==> config.mk <==
export PLATFORM = sky130hd
export DESIGN_NAME = mem_stage_flat
export DESIGN_NICKNAME = d
export VERILOG_FILES = /design/src/hdl/rv_pkg.sv /design/src/hdl/pipe_pkg.sv /design/src/hdl/dmem_if.sv /design/src/hdl/mem_stage.sv /design/src/hdl/store_align.sv /design/src/hdl/load_align.sv /design/src/flat_wrapper.sv
export VERILOG_INCLUDE_DIRS = /design/src /design/src/hdl
export SDC_FILE = /design/constraint.sdc
export NUM_CORES = 1
export LEC_CHECK = 0
export ABC_AREA = 1
export BUFFER_PORTS_ARGS = -buffer_cell sky130_fd_sc_hd__buf_2
export CAP_MARGIN = 20
export CORE_AREA = 4 4 241 243
export DETAILED_ROUTE_END_ITERATION = 12
export DIE_AREA = 0 0 245 247
export PLACE_DENSITY = 0.43
export REMOVE_ABC_BUFFERS = 1
export SETUP_SLACK_MARGIN = 0.05
export SYNTH_ARGS = -nofsm -noshare
export SYNTH_HDL_FRONTEND = slang
export SYNTH_SLANG_ARGS = --single-unit
==> constraint.sdc <==
create_clock -name clk -period 5.4 [get_ports clk]
set_clock_uncertainty 0.1 [all_clocks]
set_input_delay 1.35 -clock clk [delete_from_list [all_inputs] [get_ports clk]]
set_output_delay 1.35 -clock clk [all_outputs]
set_load 0.005 [all_outputs]
==> src/hdl/mem_defines.svh <==
`ifndef MEM_DEFINES_SVH
`define MEM_DEFINES_SVH

// data path width
`define MEM_XLEN 64

// first byte address of data memory
`define MEM_BASE 64'h0000_0000_8000_0000

// words in data memory
`define MEM_DEPTH 256

// log2 of MEM_DEPTH
`define MEM_IDX_W 8

`endif
==> src/hdl/rv_pkg.sv <==
`include "mem_defines.svh"

package rv_pkg;

	typedef logic [`MEM_XLEN-1:0] xlen_t;
	typedef logic [`MEM_XLEN-1:0] addr_t;  // byte address
	typedef logic [31:0]          inst_t;
	typedef logic [4:0]           reg_idx_t;
	typedef logic [2:0]           funct3_t;

	typedef enum logic [6:0] {
		OP_LOAD   = 7'b0000011,
		OP_STORE  = 7'b0100011,
		OP_IMM    = 7'b0010011,
		OP_IMM32  = 7'b0011011,
		OP_REG    = 7'b0110011,
		OP_REG32  = 7'b0111011,
		OP_LUI    = 7'b0110111,
		OP_AUIPC  = 7'b0010111,
		OP_JAL    = 7'b1101111,
		OP_JALR   = 7'b1100111,
		OP_BRANCH = 7'b1100011
	} opcode_e;

	// load/store width and signedness
	localparam funct3_t F3_B  = 3'b000;
	localparam funct3_t F3_H  = 3'b001;
	localparam funct3_t F3_W  = 3'b010;
	localparam funct3_t F3_D  = 3'b011;
	localparam funct3_t F3_BU = 3'b100;
	localparam funct3_t F3_HU = 3'b101;
	localparam funct3_t F3_WU = 3'b110;

endpackage

==> src/hdl/pipe_pkg.sv <==
`include "mem_defines.svh"

package pipe_pkg;

	typedef logic [`MEM_XLEN/8-1:0] byte_mask_t;  // one bit per lane
	typedef logic [`MEM_IDX_W-1:0]  mem_idx_t;

	typedef struct packed {
		rv_pkg::addr_t    pc;
		rv_pkg::inst_t    inst;
		rv_pkg::xlen_t    alu_result;  // address for loads and stores
		rv_pkg::xlen_t    rs2_data;
		rv_pkg::reg_idx_t rd;
		logic             reg_we;
		logic             mem_we;
		logic             wb_sel;      // 1 selects memory data
	} ex_mem_t;

	typedef struct packed {
		rv_pkg::addr_t    pc;
		rv_pkg::inst_t    inst;
		rv_pkg::reg_idx_t rd;
		logic             reg_we;
		rv_pkg::xlen_t    wb_data;
	} mem_wb_t;

	typedef struct packed {
		rv_pkg::reg_idx_t rd;
		logic             reg_we;
		rv_pkg::xlen_t    wb_data;
	} fwd_t;

endpackage

==> src/hdl/dmem_if.sv <==
`timescale 1ns/1ps

interface dmem_if;

	logic                 en;     // read enable
	logic                 we;
	pipe_pkg::mem_idx_t   idx;    // word index
	rv_pkg::xlen_t        wdata;
	pipe_pkg::byte_mask_t wmask;
	rv_pkg::xlen_t        rdata;

	modport master (
		output en, we, idx, wdata, wmask,
		input  rdata
	);

	modport slave (
		input  en, we, idx, wdata, wmask,
		output rdata
	);

endinterface

==> src/hdl/mem_stage.sv <==
`timescale 1ns/1ps
`include "mem_defines.svh"

module mem_stage (
	input  logic              clk,
	input  logic              reset,
	input  logic              in_valid,
	input  pipe_pkg::ex_mem_t in,
	output logic              in_ready,
	output logic              out_valid,
	input  logic              out_ready,
	output pipe_pkg::mem_wb_t out,
	output pipe_pkg::fwd_t    fwd,
	dmem_if.master            mem
);

	rv_pkg::addr_t   mem_off;
	rv_pkg::funct3_t funct3;
	rv_pkg::xlen_t   load_data;
	rv_pkg::xlen_t   wb_data;
	logic            is_load;
	logic            accept;

	assign funct3  = in.inst[14:12];
	assign is_load = in.wb_sel && (in.inst[6:0] == rv_pkg::OP_LOAD);

	// register empty or draining
	assign in_ready = !out_valid || out_ready;
	assign accept   = in_valid && in_ready;

	assign mem_off = in.alu_result - `MEM_BASE;

	assign mem.en  = is_load;
	assign mem.we  = accept && in.mem_we;  // once per store
	assign mem.idx = mem_off[`MEM_IDX_W+2:3];

	load_align load_align_i (
		.rdata  (mem.rdata),
		.funct3 (funct3),
		.offset (in.alu_result[2:0]),
		.data   (load_data)
	);

	store_align store_align_i (
		.rs2_data (in.rs2_data),
		.funct3   (funct3),
		.offset   (in.alu_result[2:0]),
		.wdata    (mem.wdata),
		.wmask    (mem.wmask)
	);

	always_comb begin
		if (in.wb_sel) begin
			wb_data = is_load ? load_data : '0;
		end else begin
			wb_data = in.alu_result;
		end
	end

	// forwarding toward decode
	assign fwd.rd      = in.rd;
	assign fwd.reg_we  = in.reg_we;
	assign fwd.wb_data = wb_data;

	always_ff @(posedge clk) begin
		if (reset) begin
			out_valid <= 1'b0;
		end else if (in_ready) begin
			out_valid <= in_valid;
		end
	end

	always_ff @(posedge clk) begin
		if (accept) begin
			out.pc      <= in.pc;
			out.inst    <= in.inst;
			out.rd      <= in.rd;
			out.reg_we  <= in.reg_we;
			out.wb_data <= wb_data;
		end
	end

endmodule

==> src/hdl/store_align.sv <==
`timescale 1ns/1ps

module store_align (
	input  rv_pkg::xlen_t        rs2_data,
	input  rv_pkg::funct3_t      funct3,
	input  logic [2:0]           offset,
	output rv_pkg::xlen_t        wdata,
	output pipe_pkg::byte_mask_t wmask
);

	always_comb begin
		case (funct3)
			rv_pkg::F3_B: begin
				wdata = {8{rs2_data[7:0]}};
				wmask = 8'b0000_0001 << offset;
			end
			rv_pkg::F3_H: begin
				wdata = {4{rs2_data[15:0]}};
				wmask = 8'b0000_0011 << {offset[2:1], 1'b0};
			end
			rv_pkg::F3_W: begin
				wdata = {2{rs2_data[31:0]}};
				wmask = 8'b0000_1111 << {offset[2], 2'b00};
			end
			rv_pkg::F3_D: begin
				wdata = rs2_data;
				wmask = 8'b1111_1111;
			end
			default: begin
				wdata = rs2_data;
				wmask = '0;  // no lane written
			end
		endcase
	end

endmodule

==> src/hdl/load_align.sv <==
`timescale 1ns/1ps

module load_align (
	input  rv_pkg::xlen_t   rdata,
	input  rv_pkg::funct3_t funct3,
	input  logic [2:0]      offset,
	output rv_pkg::xlen_t   data
);

	rv_pkg::xlen_t byte_sh;
	rv_pkg::xlen_t half_sh;
	rv_pkg::xlen_t word_sh;

	// bring the addressed unit down to lane 0
	assign byte_sh = rdata >> {offset, 3'b000};
	assign half_sh = rdata >> {offset[2:1], 4'b0000};  // half aligned
	assign word_sh = rdata >> {offset[2], 5'b00000};   // word aligned

	always_comb begin
		case (funct3)
			rv_pkg::F3_B: begin
				data = {{56{byte_sh[7]}}, byte_sh[7:0]};
			end
			rv_pkg::F3_H: begin
				data = {{48{half_sh[15]}}, half_sh[15:0]};
			end
			rv_pkg::F3_W: begin
				data = {{32{word_sh[31]}}, word_sh[31:0]};
			end
			rv_pkg::F3_D: begin
				data = rdata;  // ld
			end
			rv_pkg::F3_BU: begin
				data = {56'h0, byte_sh[7:0]};
			end
			rv_pkg::F3_HU: begin
				data = {48'h0, half_sh[15:0]};
			end
			rv_pkg::F3_WU: begin
				data = {32'h0, word_sh[31:0]};
			end
			default: begin
				data = '0;
			end
		endcase
	end

endmodule

==> src/flat_wrapper.sv <==
// flat-port wrapper written by rule: the top's interface ports become plain ports
module mem_stage_flat 
  (clk, reset, in_valid, in, in_ready, out_valid, out_ready, out, fwd, mem_en, mem_we, mem_idx, mem_wdata, mem_wmask, mem_rdata);
  dmem_if mem_i ();
  input  logic clk;
  input  logic reset;
  input  logic in_valid;
  input  pipe_pkg::ex_mem_t in;
  output logic in_ready;
  output logic out_valid;
  input  logic out_ready;
  output pipe_pkg::mem_wb_t out;
  output pipe_pkg::fwd_t fwd;
  output wire logic [$bits(mem_i.en)-1:0] mem_en;
  output wire logic [$bits(mem_i.we)-1:0] mem_we;
  output wire logic [$bits(mem_i.idx)-1:0] mem_idx;
  output wire logic [$bits(mem_i.wdata)-1:0] mem_wdata;
  output wire logic [$bits(mem_i.wmask)-1:0] mem_wmask;
  input wire logic [$bits(mem_i.rdata)-1:0] mem_rdata;
  assign mem_en = mem_i.en;
  assign mem_we = mem_i.we;
  assign mem_idx = mem_i.idx;
  assign mem_wdata = mem_i.wdata;
  assign mem_wmask = mem_i.wmask;
  assign mem_i.rdata = mem_rdata;
  mem_stage u_core (.clk(clk), .reset(reset), .in_valid(in_valid), .in(in), .in_ready(in_ready), .out_valid(out_valid), .out_ready(out_ready), .out(out), .fwd(fwd), .mem(mem_i));
endmodule
# Yosys cells after proc, flatten, opt, wreduce, memory -nomap -nowiden
# Cells that the tools add are included.
classes:
  addsub: 1
  mux: 5
  bitwise: 0
  shift: 6
  div_mod_pow: 0
  reduce_logical: 6
  order_cmp: 0
  mul: 0
  n_eq_ne: 7
op_table:
  columns: ["op", "count"]
  rows:
  - ["$pmux 64 s7", 1]
  - ["$pmux 64 s3", 1]
  - ["$mux 64", 2]
  - ["$shr 64x6->16", 1]
  - ["$shr 64x6->32", 1]
  - ["$shr 64x6->8", 1]
  - ["$pmux 8 s4", 1]
  - ["$sub 11x1->11 const B", 1]
  - ["$eq 3x3->1 const B", 3]
  - ["$shl 1x3->8 const A", 1]
  - ["$shl 2x3->8 const A", 1]
  - ["$shl 4x3->8 const A", 1]
  - ["$eq 7x2->1 const B", 1]
  - ["$eq 3x2->1 const B", 2]
  - ["$eq 3x1->1 const B", 1]
  - ["$logic_and 1x1->1", 3]
  - ["$logic_not 3->1", 1]
  - ["$logic_not 1->1", 1]
  - ["$logic_or 1x1->1", 1]
totals:
  mem_bits_rw: 0
  register_bits: 167
  mem_bits_ro: 0
  inputBits: 300
  output_inout_bits: 320
  word_cells: 31
  mem_count: 0
  latchBits: 0

# Logic depth before layout (Yosys ltp)
# Gate-level depths: netlist of the first run.
depth:
  depth_word: 4
  ltp_mapped: 12
  depth_no_buf: 11

# Cells and area by module
# Synthesis of the first run repeated with hierarchy kept, for this count alone.
hier_totals:
  cells_unflattened: 1092
  area_unflattened_um2: 9332.7
modules_own_cells:
  columns: ["module", "cells_per_inst", "area_per_inst_um2", "instances"]
  rows:
  - ["mem_stage", 413, 6152.2, 1]
  - ["load_align", 442, 2037.0, 1]
  - ["store_align", 237, 1143.6, 1]

# Worst setup path after synthesis of the first run
# OpenSTA, ideal clock, no wires.
synth_path:
  path_type: "input -> register"
  from: "in out_ready"
  to: "reg u_core.out[0] (netlist name)"
  cell_stages: 4
  t_required_ns: 4.781
  arrival_time_ns: 4.777
  path_slack_ns: 0.004
  cell_sequence: "inv_1 > nand2_1 > nand2_1 > inv_1"
synth_via:
  elab_chain_cells: 2
synth_rtl:
  columns: ["element", "line", "source"]
  rows:
  - ["from (decl)", "flat_wrapper.sv:11", "input logic out_ready;"]
  - ["$logic_or 1x1->1", "mem_stage.sv:28", "assign in_ready = !out_valid || out_ready;"]
  - ["named net in_ready", "flat_wrapper.sv:9", "output logic in_ready;"]
  - ["$logic_and 1x1->1", "mem_stage.sv:29", "assign accept = in_valid && in_ready;"]
  - ["named net u_core.accept", "mem_stage.sv:22", "logic accept;"]
# The timed path passes the listed nets, and every way through them passes these cells.
# A chain may end at the register's enable or synchronous reset.

==> out/metrics.yaml, run 1 <==
ys_ff_latch: 167
power.leakage_nw: 7.28
irDropWorstVdd_v: 0.000170
cp.required_ns: 3.95
slew-limit-headroom_pct: 34.1
grt_pass1_wl_mm: 73.9
cpPeakStageDelay_ns: 0.37
drt-vias-per-instance: 4.16
io_buffers: 619
numCtsBuffers: 17
synth_flop_cell: "edfxtp_1"
startpoint_type: "primary input"
utilization_pct: 24.8
wl_mm: 54.4
cts_root_buffer: "clkbuf_16"
cpLargestDelayFamily: "buffers and inverters"
overflow: 0
synth-warning-count: 0
grt_max_degree: 125
n_fill_cell: 6287
rsz0062_at_grt: "no"
crit_arrival_ns: 3.26
syn-cell-area_um2: 9460
place_congestion: 0.885
htreeDepth: 4
endpoint_kind: "output pin"
fin_nets: 2030
crit_path_max_fanout: 19
synth_area_leader_cell: "edfxtp_1"
outcome: "finished, final reports clean"
ant_nets: 0
start_util_pct: 16.9
cts.sinks: 167
powerDensity_nw_per_um2: 251
drt-initial-drc-count: 560
hold_path_class: "register to register"
synthTopCellsByCount: "604 x nand2_1, 166 x edfxtp_1, 63 x nand3_1, 54 x a21oi_1, 44 x inv_1"
hold_viol: 0
setup_viol: 0
synth_area_per_cell_um2: 8.27
path_class: "primary input to output pin"
crit_buf_inv: 4
tightest_slew_ns: 0.989
synth_edf_count: 166
hold_buffers: 0
slew_violations: 0
fin_crit_sh_pct: 87.2
yosysMostFrequentCell: "nand2_1"
drc: 0
async_flop_share_pct: 0
path_cells: "buf_2, inv_2, nand2_1, nand2_1, nand2_1, nand2_2, a21oi_4, buf_4, nand3_2, nand2_1, nand2_1, buf_2"
dpl.hpwl_mm: 44.4
die_h_um: 247
drv_cap: 0
drive_gt1_share_pct: 42.2
antenna_found_initial: 26
setup_tns_ns: 0
post-cts-setup-buffers: 0
netlist.area_leader.share_pct: 52.7
synthCells: 1143
grt_usage_pct: 17.2
die_x_um: 245
clk_transition_reported_paths_ns: 0.07
max_freq_ghz: 0.212
clockBufferDepth: 2
dieArea_um2: 60500
cp_slowest_cell: "buf_4"
drt_pass1_iterations: 5
rows: 87
worst_path_most_repeated_cell: "nand2_1"
ios: 620
synth_area_leaders: "edfxtp_1 53%, nand2_1 24%, nand3_1 3.3%"
synth-seq-area-share_pct: 52.9
grt_pass1_vias: 10300
syn2layout_area_growth_pct: 46.9
core_um2: 56000
wl_per_cell_um: 21.7
insertion_delay_ns: 0.47
cts_tree: "done"
via_count: 10400
post_cts_resized: 0
synth_cell_types: 30
fin_crit_ns: 4.71
## metrics by stage
stage | hold WS (ns) | setup slack [ns] | instance area, um2 | cells | power, W
detailed placement | 0.409 | 0.625 | 13300 | 2467 | 0.00232
floorplan | 0.418 | 0.00438 | 8940 | 1061 | 0.00185
finish | 0.411 | 0.689 | 13900 | 2507 | 0.00349
global placement | 0.385 | 0.610 | 13300 | 2467 | 0.00233
global route | 0.460 | 0.492 | 13900 | 2501 | 0.00369
CTS | 0.420 | 0.630 | 13900 | 2499 | 0.00358
## worst paths after layout
kind | start | to | slack, ns | cells after the start
worst min-delay path | u_core.out_valid | u_core.out_valid | 0.41 | 2
worst max register to register | u_core.out_valid | u_core.out[90] | 3.35 | 4
worst max-delay path | in[73] | fwd[40] | 0.69 | 12
worst min register to register | u_core.out_valid | u_core.out_valid | 0.41 | 2
## registers in the layout (all words and copies together), names as in the netlist
name / cells
u_core.out: 166
u_core.out_valid: 1
## layout by cell type, fill, tap and decap left out
cell	count
buf_2	619
nand2_1	604
edfxtp_1	166
nand3_1	62
a21oi_1	54
inv_1	42
nand3_2	31
nor2_1	28
buf_4	27
clkbuf_16	17
o21ai_0	15
o211ai_1	10
diode_2	8
a22o_1	8
inv_2	7
a22oi_1	7
nand4_1	6
inv_8	5
nand2_2	4
clkinvlp_4	4
buf_12	4
clkinv_2	3
nor2_4	2
nor2_8	2
nor2_2	2
a21oi_4	2
clkinv_8	2
inv_6	2
nor3_4	1
a32oi_1	1
nor4_1	1
nor3_1	1
nand3_4	1
a31oi_1	1
clkinv_4	1
dfxtp_1	1
## worst register-to-register path: cells and delay by family (launching register included)
| family | cells | cell delay [ns] |
|---|---|---|
| simple gates | 2 | 0.25 |
| flops | 1 | 0.31 |
| buf+inv | 2 | 0.98 |
## routing by layer
metal | vias to the layer above | track usage [%] | wire length, um
met5 | - | 0 | 150
met4 | 22 | 5.82 | 1470
met3 | 80 | 6.91 | 5400
met2 | 541 | 31.4 | 27600
met1 | 4849 | 18.0 | 19800
li1 | 4929 | - | -
## logic make-up after synthesis
family	after synthesis	share of synthesized area [%]
simple gates	745	33.5
flops	167	52.9
buf+inv	133	7.45
compound gates	98	6.17
## power by group
group | internal [W] | leakage (nW) | switching [W] | total [W]
Combinational | 0.000283 | 5.37 | 0.000451 | 0.000734
Clock | 0.000608 | 0.269 | 0.000608 | 0.00122
Sequential | 0.00152 | 1.64 | 0.0000198 | 0.00154
Total | 0.00241 | 7.28 | 0.00108 | 0.00349
## layout make-up
type | count | area (um2) | share of cell area, %
diodes | 8 | 20.0 | 0.144
clock buffers | 17 | 425 | 3.06
clock inverters | 15 | 144 | 1.04
inverters | 51 | 200 | 1.44
multi-input cells | 843 | 3770 | 27.1
flip-flops and latches | 167 | 5000 | 36.0
well taps | 756 | 946 | 6.81
repair buffers | 650 | 3380 | 24.3
No activity file was read; power rests on OpenSTA's default activity.
==> run 2: changes to the inputs <==
--- a/config.mk
+++ b/config.mk
@@ -9,10 +9,12 @@
 export ABC_AREA = 1
 export BUFFER_PORTS_ARGS = -buffer_cell sky130_fd_sc_hd__buf_2
 export CAP_MARGIN = 20
-export CORE_AREA = 4 4 241 243
+export CELL_PAD_IN_SITES_DETAIL_PLACEMENT = 0
+export CELL_PAD_IN_SITES_GLOBAL_PLACEMENT = 2
+export CORE_AREA = 4 4 236 238
 export DETAILED_ROUTE_END_ITERATION = 12
-export DIE_AREA = 0 0 245 247
-export PLACE_DENSITY = 0.43
+export DIE_AREA = 0 0 240 242
+export PLACE_DENSITY = 0.73
 export REMOVE_ABC_BUFFERS = 1
 export SETUP_SLACK_MARGIN = 0.05
 export SYNTH_ARGS = -nofsm -noshare
==> constraint.sdc (replaced) <==
create_clock -name clk -period 5.4 [get_ports clk]
set_clock_uncertainty 0.1 [all_clocks]
set_input_delay 1.35 -clock clk [delete_from_list [all_inputs] [get_ports clk]]
set_output_delay 1.35 -clock clk [all_outputs]
set_load 0.05 [all_outputs]
==> run 2 against run 1 <==
Effect of this change: die area decreased by 4.0%; final cell count decreased by 2.5%; clock-buffer cell count unchanged; non-clock buffer count unchanged; worst setup slack got worse by 0.32 ns; sequential share of layout area decreased by 0.43 points; utilization increased by 1.4 points; final area increased by 1.2%; worst hold slack improved by 0.061 ns; combinational power increased by 76%; sequential cell count unchanged; global-route usage increased by 0.92 points; largest cell class unchanged.
==> out/metrics.yaml, run 2 (synthesis results as in run 1) <==
rows: 85  # was 87
power.share.switching_pct: 40.3  # was 30.9%
regArea_um2: 5000  # unchanged
seqPwrFrac_pct: 37.7  # was 44.1%
grt_pass1_wl_mm: 75.6  # was 73.9 mm
powerDensity_nw_per_um2: 291  # was 251 nW/um2
rsz0062_at_grt: "no"  # unchanged
grt_pass1_vias: 10600  # was 10,300
p_sw_w: 0.00165  # was 0.00108 W
die_x_um: 240  # was 245 um
outcome: "finished, final reports clean"  # unchanged
startpoint_type: "primary input"  # unchanged
core_um2: 53600  # was 56,000 um2
crit_arrival_ns: 3.58  # was 3.26 ns
crit_path_max_fanout: 20  # was 19
wl_mm: 54.6  # was 54.4 mm
path_class: "primary input to output pin"  # unchanged
grtUsageMet1_pct: 19.9  # was 18.0%
drt_pass1_iterations: 5  # unchanged
ant_nets: 0  # unchanged
drt-initial-drc-count: 543  # was 560
slew-limit-headroom_pct: 44.2  # was 34.1%
cts.sinks: 167  # unchanged
setup_viol: 0  # unchanged
drc: 0  # unchanged
insertion_delay_ns: 0.47  # about the same
irDropWorstVdd_v: 0.000226  # was 0.000170 V
clkPwrFrac_pct: 30.8  # was 34.8%
regMostFlops: "u_core.out"  # unchanged
dieArea_um2: 58100  # was 60,500 um2
syn2layout_area_growth_pct: 48.6  # was 46.9%
numCtsBuffers: 17  # unchanged
n_fill_cell: 5953  # was 6,287
drive_gt1_share_pct: 42.2  # unchanged
via_count: 10300  # was 10,400
clockBufferDepth: 2  # unchanged
overflow: 0  # unchanged
cts_tree: "done"  # unchanged
fin_crit_ns: 5.03  # was 4.71 ns
power.leakage_nw: 7.35  # was 7.28 nW
utilization_pct: 26.2  # was 24.8%
hold_buffers: 0  # unchanged
grt_max_degree: 86  # was 125
ios: 620  # unchanged
combPwrFrac_pct: 31.6  # was 21.0%
dpl.hpwl_mm: 43.4  # was 44.4 mm
clk_transition_reported_paths_ns: 0.07  # about the same
cts_root_buffer: "clkbuf_16"  # unchanged
grt_usage_pct: 18.1  # was 17.2%
max_freq_ghz: 0.199  # was 0.212 GHz
final_cell_mix: "604 x nand2_1, 604 x buf_2, 166 x edfxtp_1, 62 x nand3_1, 54 x a21oi_1"  # was 619 x buf_2, 604 x nand2_1, 166 x edfxtp_1, 62 x nand3_1, 54 x a21oi_1
cp.required_ns: 3.95  # about the same
tightest_slew_ns: 0.837  # was 0.989 ns
largest_register_ffs: 166  # unchanged
slew_violations: 0  # unchanged
post_cts_resized: 0  # unchanged
io_buffers: 619  # unchanged
busiest_layer: "met2"  # unchanged
endpoint_kind: "output pin"  # unchanged
htreeDepth: 4  # unchanged
grtUsageMet2_pct: 33.3  # was 31.4%
regToRegSetupSlack_ns: 3.10  # was 3.35 ns
internal_power_w: 0.00244  # was 0.00241 W
fin_crit_sh_pct: 93.2  # was 87.2%
hold_viol: 0  # unchanged
antenna_found_initial: 19  # was 26
multi_input_area_um2: 3770  # unchanged
place_congestion: 0.828  # was 0.885
fin_nets: 2030  # unchanged
wl_per_cell_um: 22.3  # was 21.7 um
drt-vias-per-instance: 4.21  # was 4.16
grt_use_met3_pct: 6.35  # was 6.91%
start_util_pct: 17.6  # was 16.9%
die_h_um: 242  # was 247 um
hold_path_class: "register to register"  # unchanged
total_power_w: 0.00409  # was 0.00349 W
drv_cap: 0  # unchanged
reg_top3: "u_core.out: 166 flops, u_core.out_valid: 1 flops"  # unchanged
post-cts-setup-buffers: 0  # unchanged
==> run 2: power groups by stage <==
| stage | combinational (W) | clock (W) | sequential, W |
|---|---|---|---|
| after floorplan | 0.000508 | 0 | 0.00186 |
| after global placement | 0.00131 | 0 | 0.00157 |
| after detailed placement | 0.00131 | 0 | 0.00157 |
| after CTS | 0.00132 | 0.00132 | 0.00154 |
| after global routing | 0.00138 | 0.00136 | 0.00155 |
| final | 0.00129 | 0.00126 | 0.00154 |
==> run 2: final timing paths <==
| path | startpoint | depth (start not counted) | endpoint |
|---|---|---|---|
| setup / recovery | in[73] | 12 | fwd[34] |
| hold / removal | u_core.out_valid | 2 | u_core.out_valid |
| setup reg to reg | u_core.out_valid | 4 | u_core.out[54] |
| hold reg to reg | u_core.out_valid | 2 | u_core.out_valid |
==> run 2: through the flow <==
stage	TNS (ns)	instance area [um2]	worst slack (ns)	hold WS [ns]	cells
floorplan	-67.08	8940	-0.343	0.986	1061
global placement	0	13500	0.264	0.449	2407
detailed placement	0	13500	0.189	0.456	2407
CTS	0	14000	0.183	0.468	2439
global route	0	14000	0.145	0.506	2440
finish	0	14100	0.367	0.472	2444
==> run 2: worst max-delay path, cell delays in order <==
cell     delay, ns
buf_2         0.28
inv_2         0.08
nand2_1       0.07
nand2_1       0.05
nand2_1       0.07
nand2_2       0.19
a21oi_4       0.61
buf_12        0.27
nand3_2       0.09
nand2_1       0.08
nand2_1       0.13
buf_2         0.26
==> run 2: final cells by class <==
type                            count  area share [%]
Multi-Input combinational cell    843            26.8
Sequential cell                   167            35.6
Tap cell                          696            6.20
Antenna cell                        5          0.0890
Clock buffer                       17            3.03
Clock inverter                     15            1.10
Inverter                           51            1.42
Timing Repair Buffer              650            25.7
==> run 2: layer usage <==
metal / vias to the layer above / part of all wire (%)
li1: 4930 / -
met1: 4813 / 38
met2: 459 / 51
met3: 72 / 8.2
met4: 26 / 1.7
met5: - / 0.34
==> run 3: changes to the inputs <==
--- a/config.mk
+++ b/config.mk
@@ -11,10 +11,10 @@
 export CAP_MARGIN = 20
 export CELL_PAD_IN_SITES_DETAIL_PLACEMENT = 0
 export CELL_PAD_IN_SITES_GLOBAL_PLACEMENT = 2
-export CORE_AREA = 4 4 236 238
+export CORE_AREA = 4 4 243 245
 export DETAILED_ROUTE_END_ITERATION = 12
-export DIE_AREA = 0 0 240 242
-export PLACE_DENSITY = 0.73
+export DIE_AREA = 0 0 247 249
+export PLACE_DENSITY = 0.67
 export REMOVE_ABC_BUFFERS = 1
 export SETUP_SLACK_MARGIN = 0.05
 export SYNTH_ARGS = -nofsm -noshare
==> constraint.sdc (replaced) <==
create_clock -name clk -period 5.86 [get_ports clk]
set_clock_uncertainty 0.1 [all_clocks]
set_input_delay 1.465 -clock clk [delete_from_list [all_inputs] [get_ports clk]]
set_output_delay 1.465 -clock clk [all_outputs]
set_load 0.05 [all_outputs]
==> run 3 against run 2 <==
Effect of this change: final area barely moved; utilization decreased by 1.6 points; critical path depth fell by 1; non-clock buffer count fell by 6; clock power decreased by 7%; total power shrank 7.9%; sequential cell count unchanged; register-to-register slack gained 0.50 ns; clock-buffer cell count unchanged; die area grew 5.9%; largest cell class unchanged; highest routed layer unchanged.
==> out/metrics.yaml, run 3 (synthesis results as in run 1) <==
antenna_found_initial: 10  # was 19
endpoint_kind: "output pin"  # unchanged
clk_transition_reported_paths_ns: 0.07  # about the same
grt_max_degree: 94  # was 86
numCtsBuffers: 17  # unchanged
hold_viol: 0  # unchanged
setup_viol: 0  # unchanged
fin_crit_sh_pct: 88.4
regMostFlops: "u_core.out"  # unchanged
clockBufferDepth: 2  # unchanged
ant_nets: 0  # unchanged
grt_usage_pct: 16.9  # was 18.1%
drt_pass1_iterations: 5  # unchanged
cts_root_buffer: "clkbuf_16"  # unchanged
insertion_delay_ns: 0.47  # about the same
fin_nets: 2024  # was 2,030
total_power_w: 0.00377  # was 0.00409 W
drc: 0  # unchanged
hold_path_class: "register to register"  # unchanged
worstHoldPathCells: 2  # unchanged
slew_violations: 0  # unchanged
hold_path_end: "u_core.out_valid"  # unchanged
reg_top3: "u_core.out: 166 flops, u_core.out_valid: 1 flops"  # unchanged
hold_buffers: 0  # unchanged
dieArea_um2: 61500  # was 58,100 um2
core_um2: 57100  # was 53,600 um2
post-cts-setup-buffers: 0  # unchanged
via_count: 10300  # about the same
io_buffers: 619  # unchanged
stdcell_area_um2: 14000  # was 14,100 um2
tightest_slew_ns: 0.904  # was 0.837 ns
wl_per_cell_um: 21.6  # was 22.3 um
place_area_um2: 13400  # was 13,500 um2
dpl.hpwl_mm: 43.6  # was 43.4 mm
start_util_pct: 16.5  # was 17.6%
drt-initial-drc-count: 508  # was 543
wl_mm: 54.0  # was 54.6 mm
place_ws_ns: 0.562  # was 0.189 ns
place_congestion: 0.842  # was 0.828
die_x_um: 247  # was 240 um
cp.required_ns: 4.30  # was 3.95 ns
outcome: "finished, final reports clean"  # unchanged
drive_gt1_share_pct: 42.0  # was 42.2%
regToRegSetupSlack_ns: 3.60  # was 3.10 ns
power.leakage_nw: 7.32  # was 7.35 nW
powerDensity_nw_per_um2: 268  # was 291 nW/um2
grt_pass1_wl_mm: 75.1  # was 75.6 mm
fin_crit_ns: 5.18
overflow: 0  # unchanged
ios: 620  # unchanged
rsz0062_at_grt: "no"  # unchanged
n_fill_cell: 6419  # was 5,953
final_cell_mix: "608 x buf_2, 604 x nand2_1, 166 x edfxtp_1, 62 x nand3_1, 54 x a21oi_1"  # was 604 x nand2_1, 604 x buf_2, 166 x edfxtp_1, 62 x nand3_1, 54 x a21oi_1
worstHoldStart: "u_core.out_valid"  # unchanged
reg2reg_from: "u_core.out_valid"  # unchanged
largest_register_ffs: 166  # unchanged
crit_arrival_ns: 3.61  # was 3.58 ns
grt_pass1_vias: 10600  # about the same
post_cts_resized: 0  # unchanged
htreeDepth: 4  # unchanged
rows: 88  # was 85
cts.sinks: 167  # unchanged
max_freq_ghz: 0.193
reg2reg_to: "u_core.out[71]"  # was u_core.out[54]
syn2layout_area_growth_pct: 48.6  # about the same
irDropWorstVdd_v: 0.000217  # was 0.000226 V
crit_path_max_fanout: 18  # was 20
cts_tree: "done"  # unchanged
die_h_um: 249  # was 242 um
setup_tns_ns: 0  # unchanged
path_class: "primary input to output pin"  # unchanged
startpoint_type: "primary input"  # unchanged
drv_cap: 0  # unchanged
timing.final.ws_setup_ns: 0.680  # was 0.367 ns
rr_worst_depth: 4  # unchanged
drt-vias-per-instance: 4.12  # was 4.21
slew-limit-headroom_pct: 39.7  # was 44.2%
final_common_cell: "buf_2"
[run 3: cell types whose count changed in the layout (fill, tap and decap cells not counted)]
| cell | delta |
|---|---|
| diode_2 | -2 |
| clkinv_1 | -1 |
| inv_8 | -4 |
| clkinv_2 | +1 |
| inv_6 | +5 |
| inv_1 | +1 |
| clkinv_8 | +4 |
| clkinvlp_4 | -2 |
| buf_4 | -6 |
| buf_2 | +4 |
| buf_12 | -4 |
| clkinv_4 | -4 |
[run 3: layout make-up]
class	count	area [um2]	area share [%]
flip-flops and latches	167	5000	35.6
multi-input cells	843	3770	26.8
repair buffers	644	3510	25.0
well taps	765	957	6.81
clock buffers	17	425	3.03
inverters	51	196	1.40
clock inverters	15	178	1.26
diodes	3	7.51	0.0534
[run 3: worst max-delay path by stage]
| stage | start | endpoint | slack (ns) | cells past startpoint |
|---|---|---|---|---|
| 6_report | in[74] | fwd[14] | 0.68 | 11 |
| 5_1_grt | in[74] | fwd[14] | 0.45 | 11 |
| 4_1_cts | in[149] | fwd[30] | 0.56 | 12 |
| 3_5_place_dp | in[149] | fwd[30] | 0.56 | 12 |
| 3_3_place_gp | in[74] | fwd[14] | 0.59 | 11 |
| 2_1_floorplan | out_ready | u_core.out[0] | 0.002 | 4 |
[run 3: where the power goes]
part	internal (W)	total (W)	switching, W	leakage (nW)
Combinational	0.000276	0.00118	0.000906	5.39
Sequential	0.00140	0.00142	0.0000176	1.64
Clock	0.000575	0.00117	0.000591	0.294
[run 3: worst max-delay path, cell delays in order]
cell,delay (ns)
buf_2,0.28
inv_2,0.25
nor2_1,0.44
buf_4,0.30
a21oi_1,0.08
nand2_1,0.06
a21oi_1,0.10
nand2_1,0.09
nand2_1,0.10
nand2_1,0.14
buf_2,0.29
[run 3: metal layers]
metal / track usage [%] / routed length, um
met1: 18.6 / 20800
met2: 31.0 / 27700
met3: 5.33 / 4370
met4: 4.67 / 1150
met5: 0 / 79
[run 3: metrics by stage]
stage	instances	hold WS [ns]	utilization [%]
2_1_floorplan	1061	0.986	-
3_3_place_gp	2470	0.426	23.5
3_5_place_dp	2470	0.439	23.5
4_1_cts	2502	0.450	24.6
5_1_grt	2502	0.476	24.6
6_report	2505	0.450	24.6
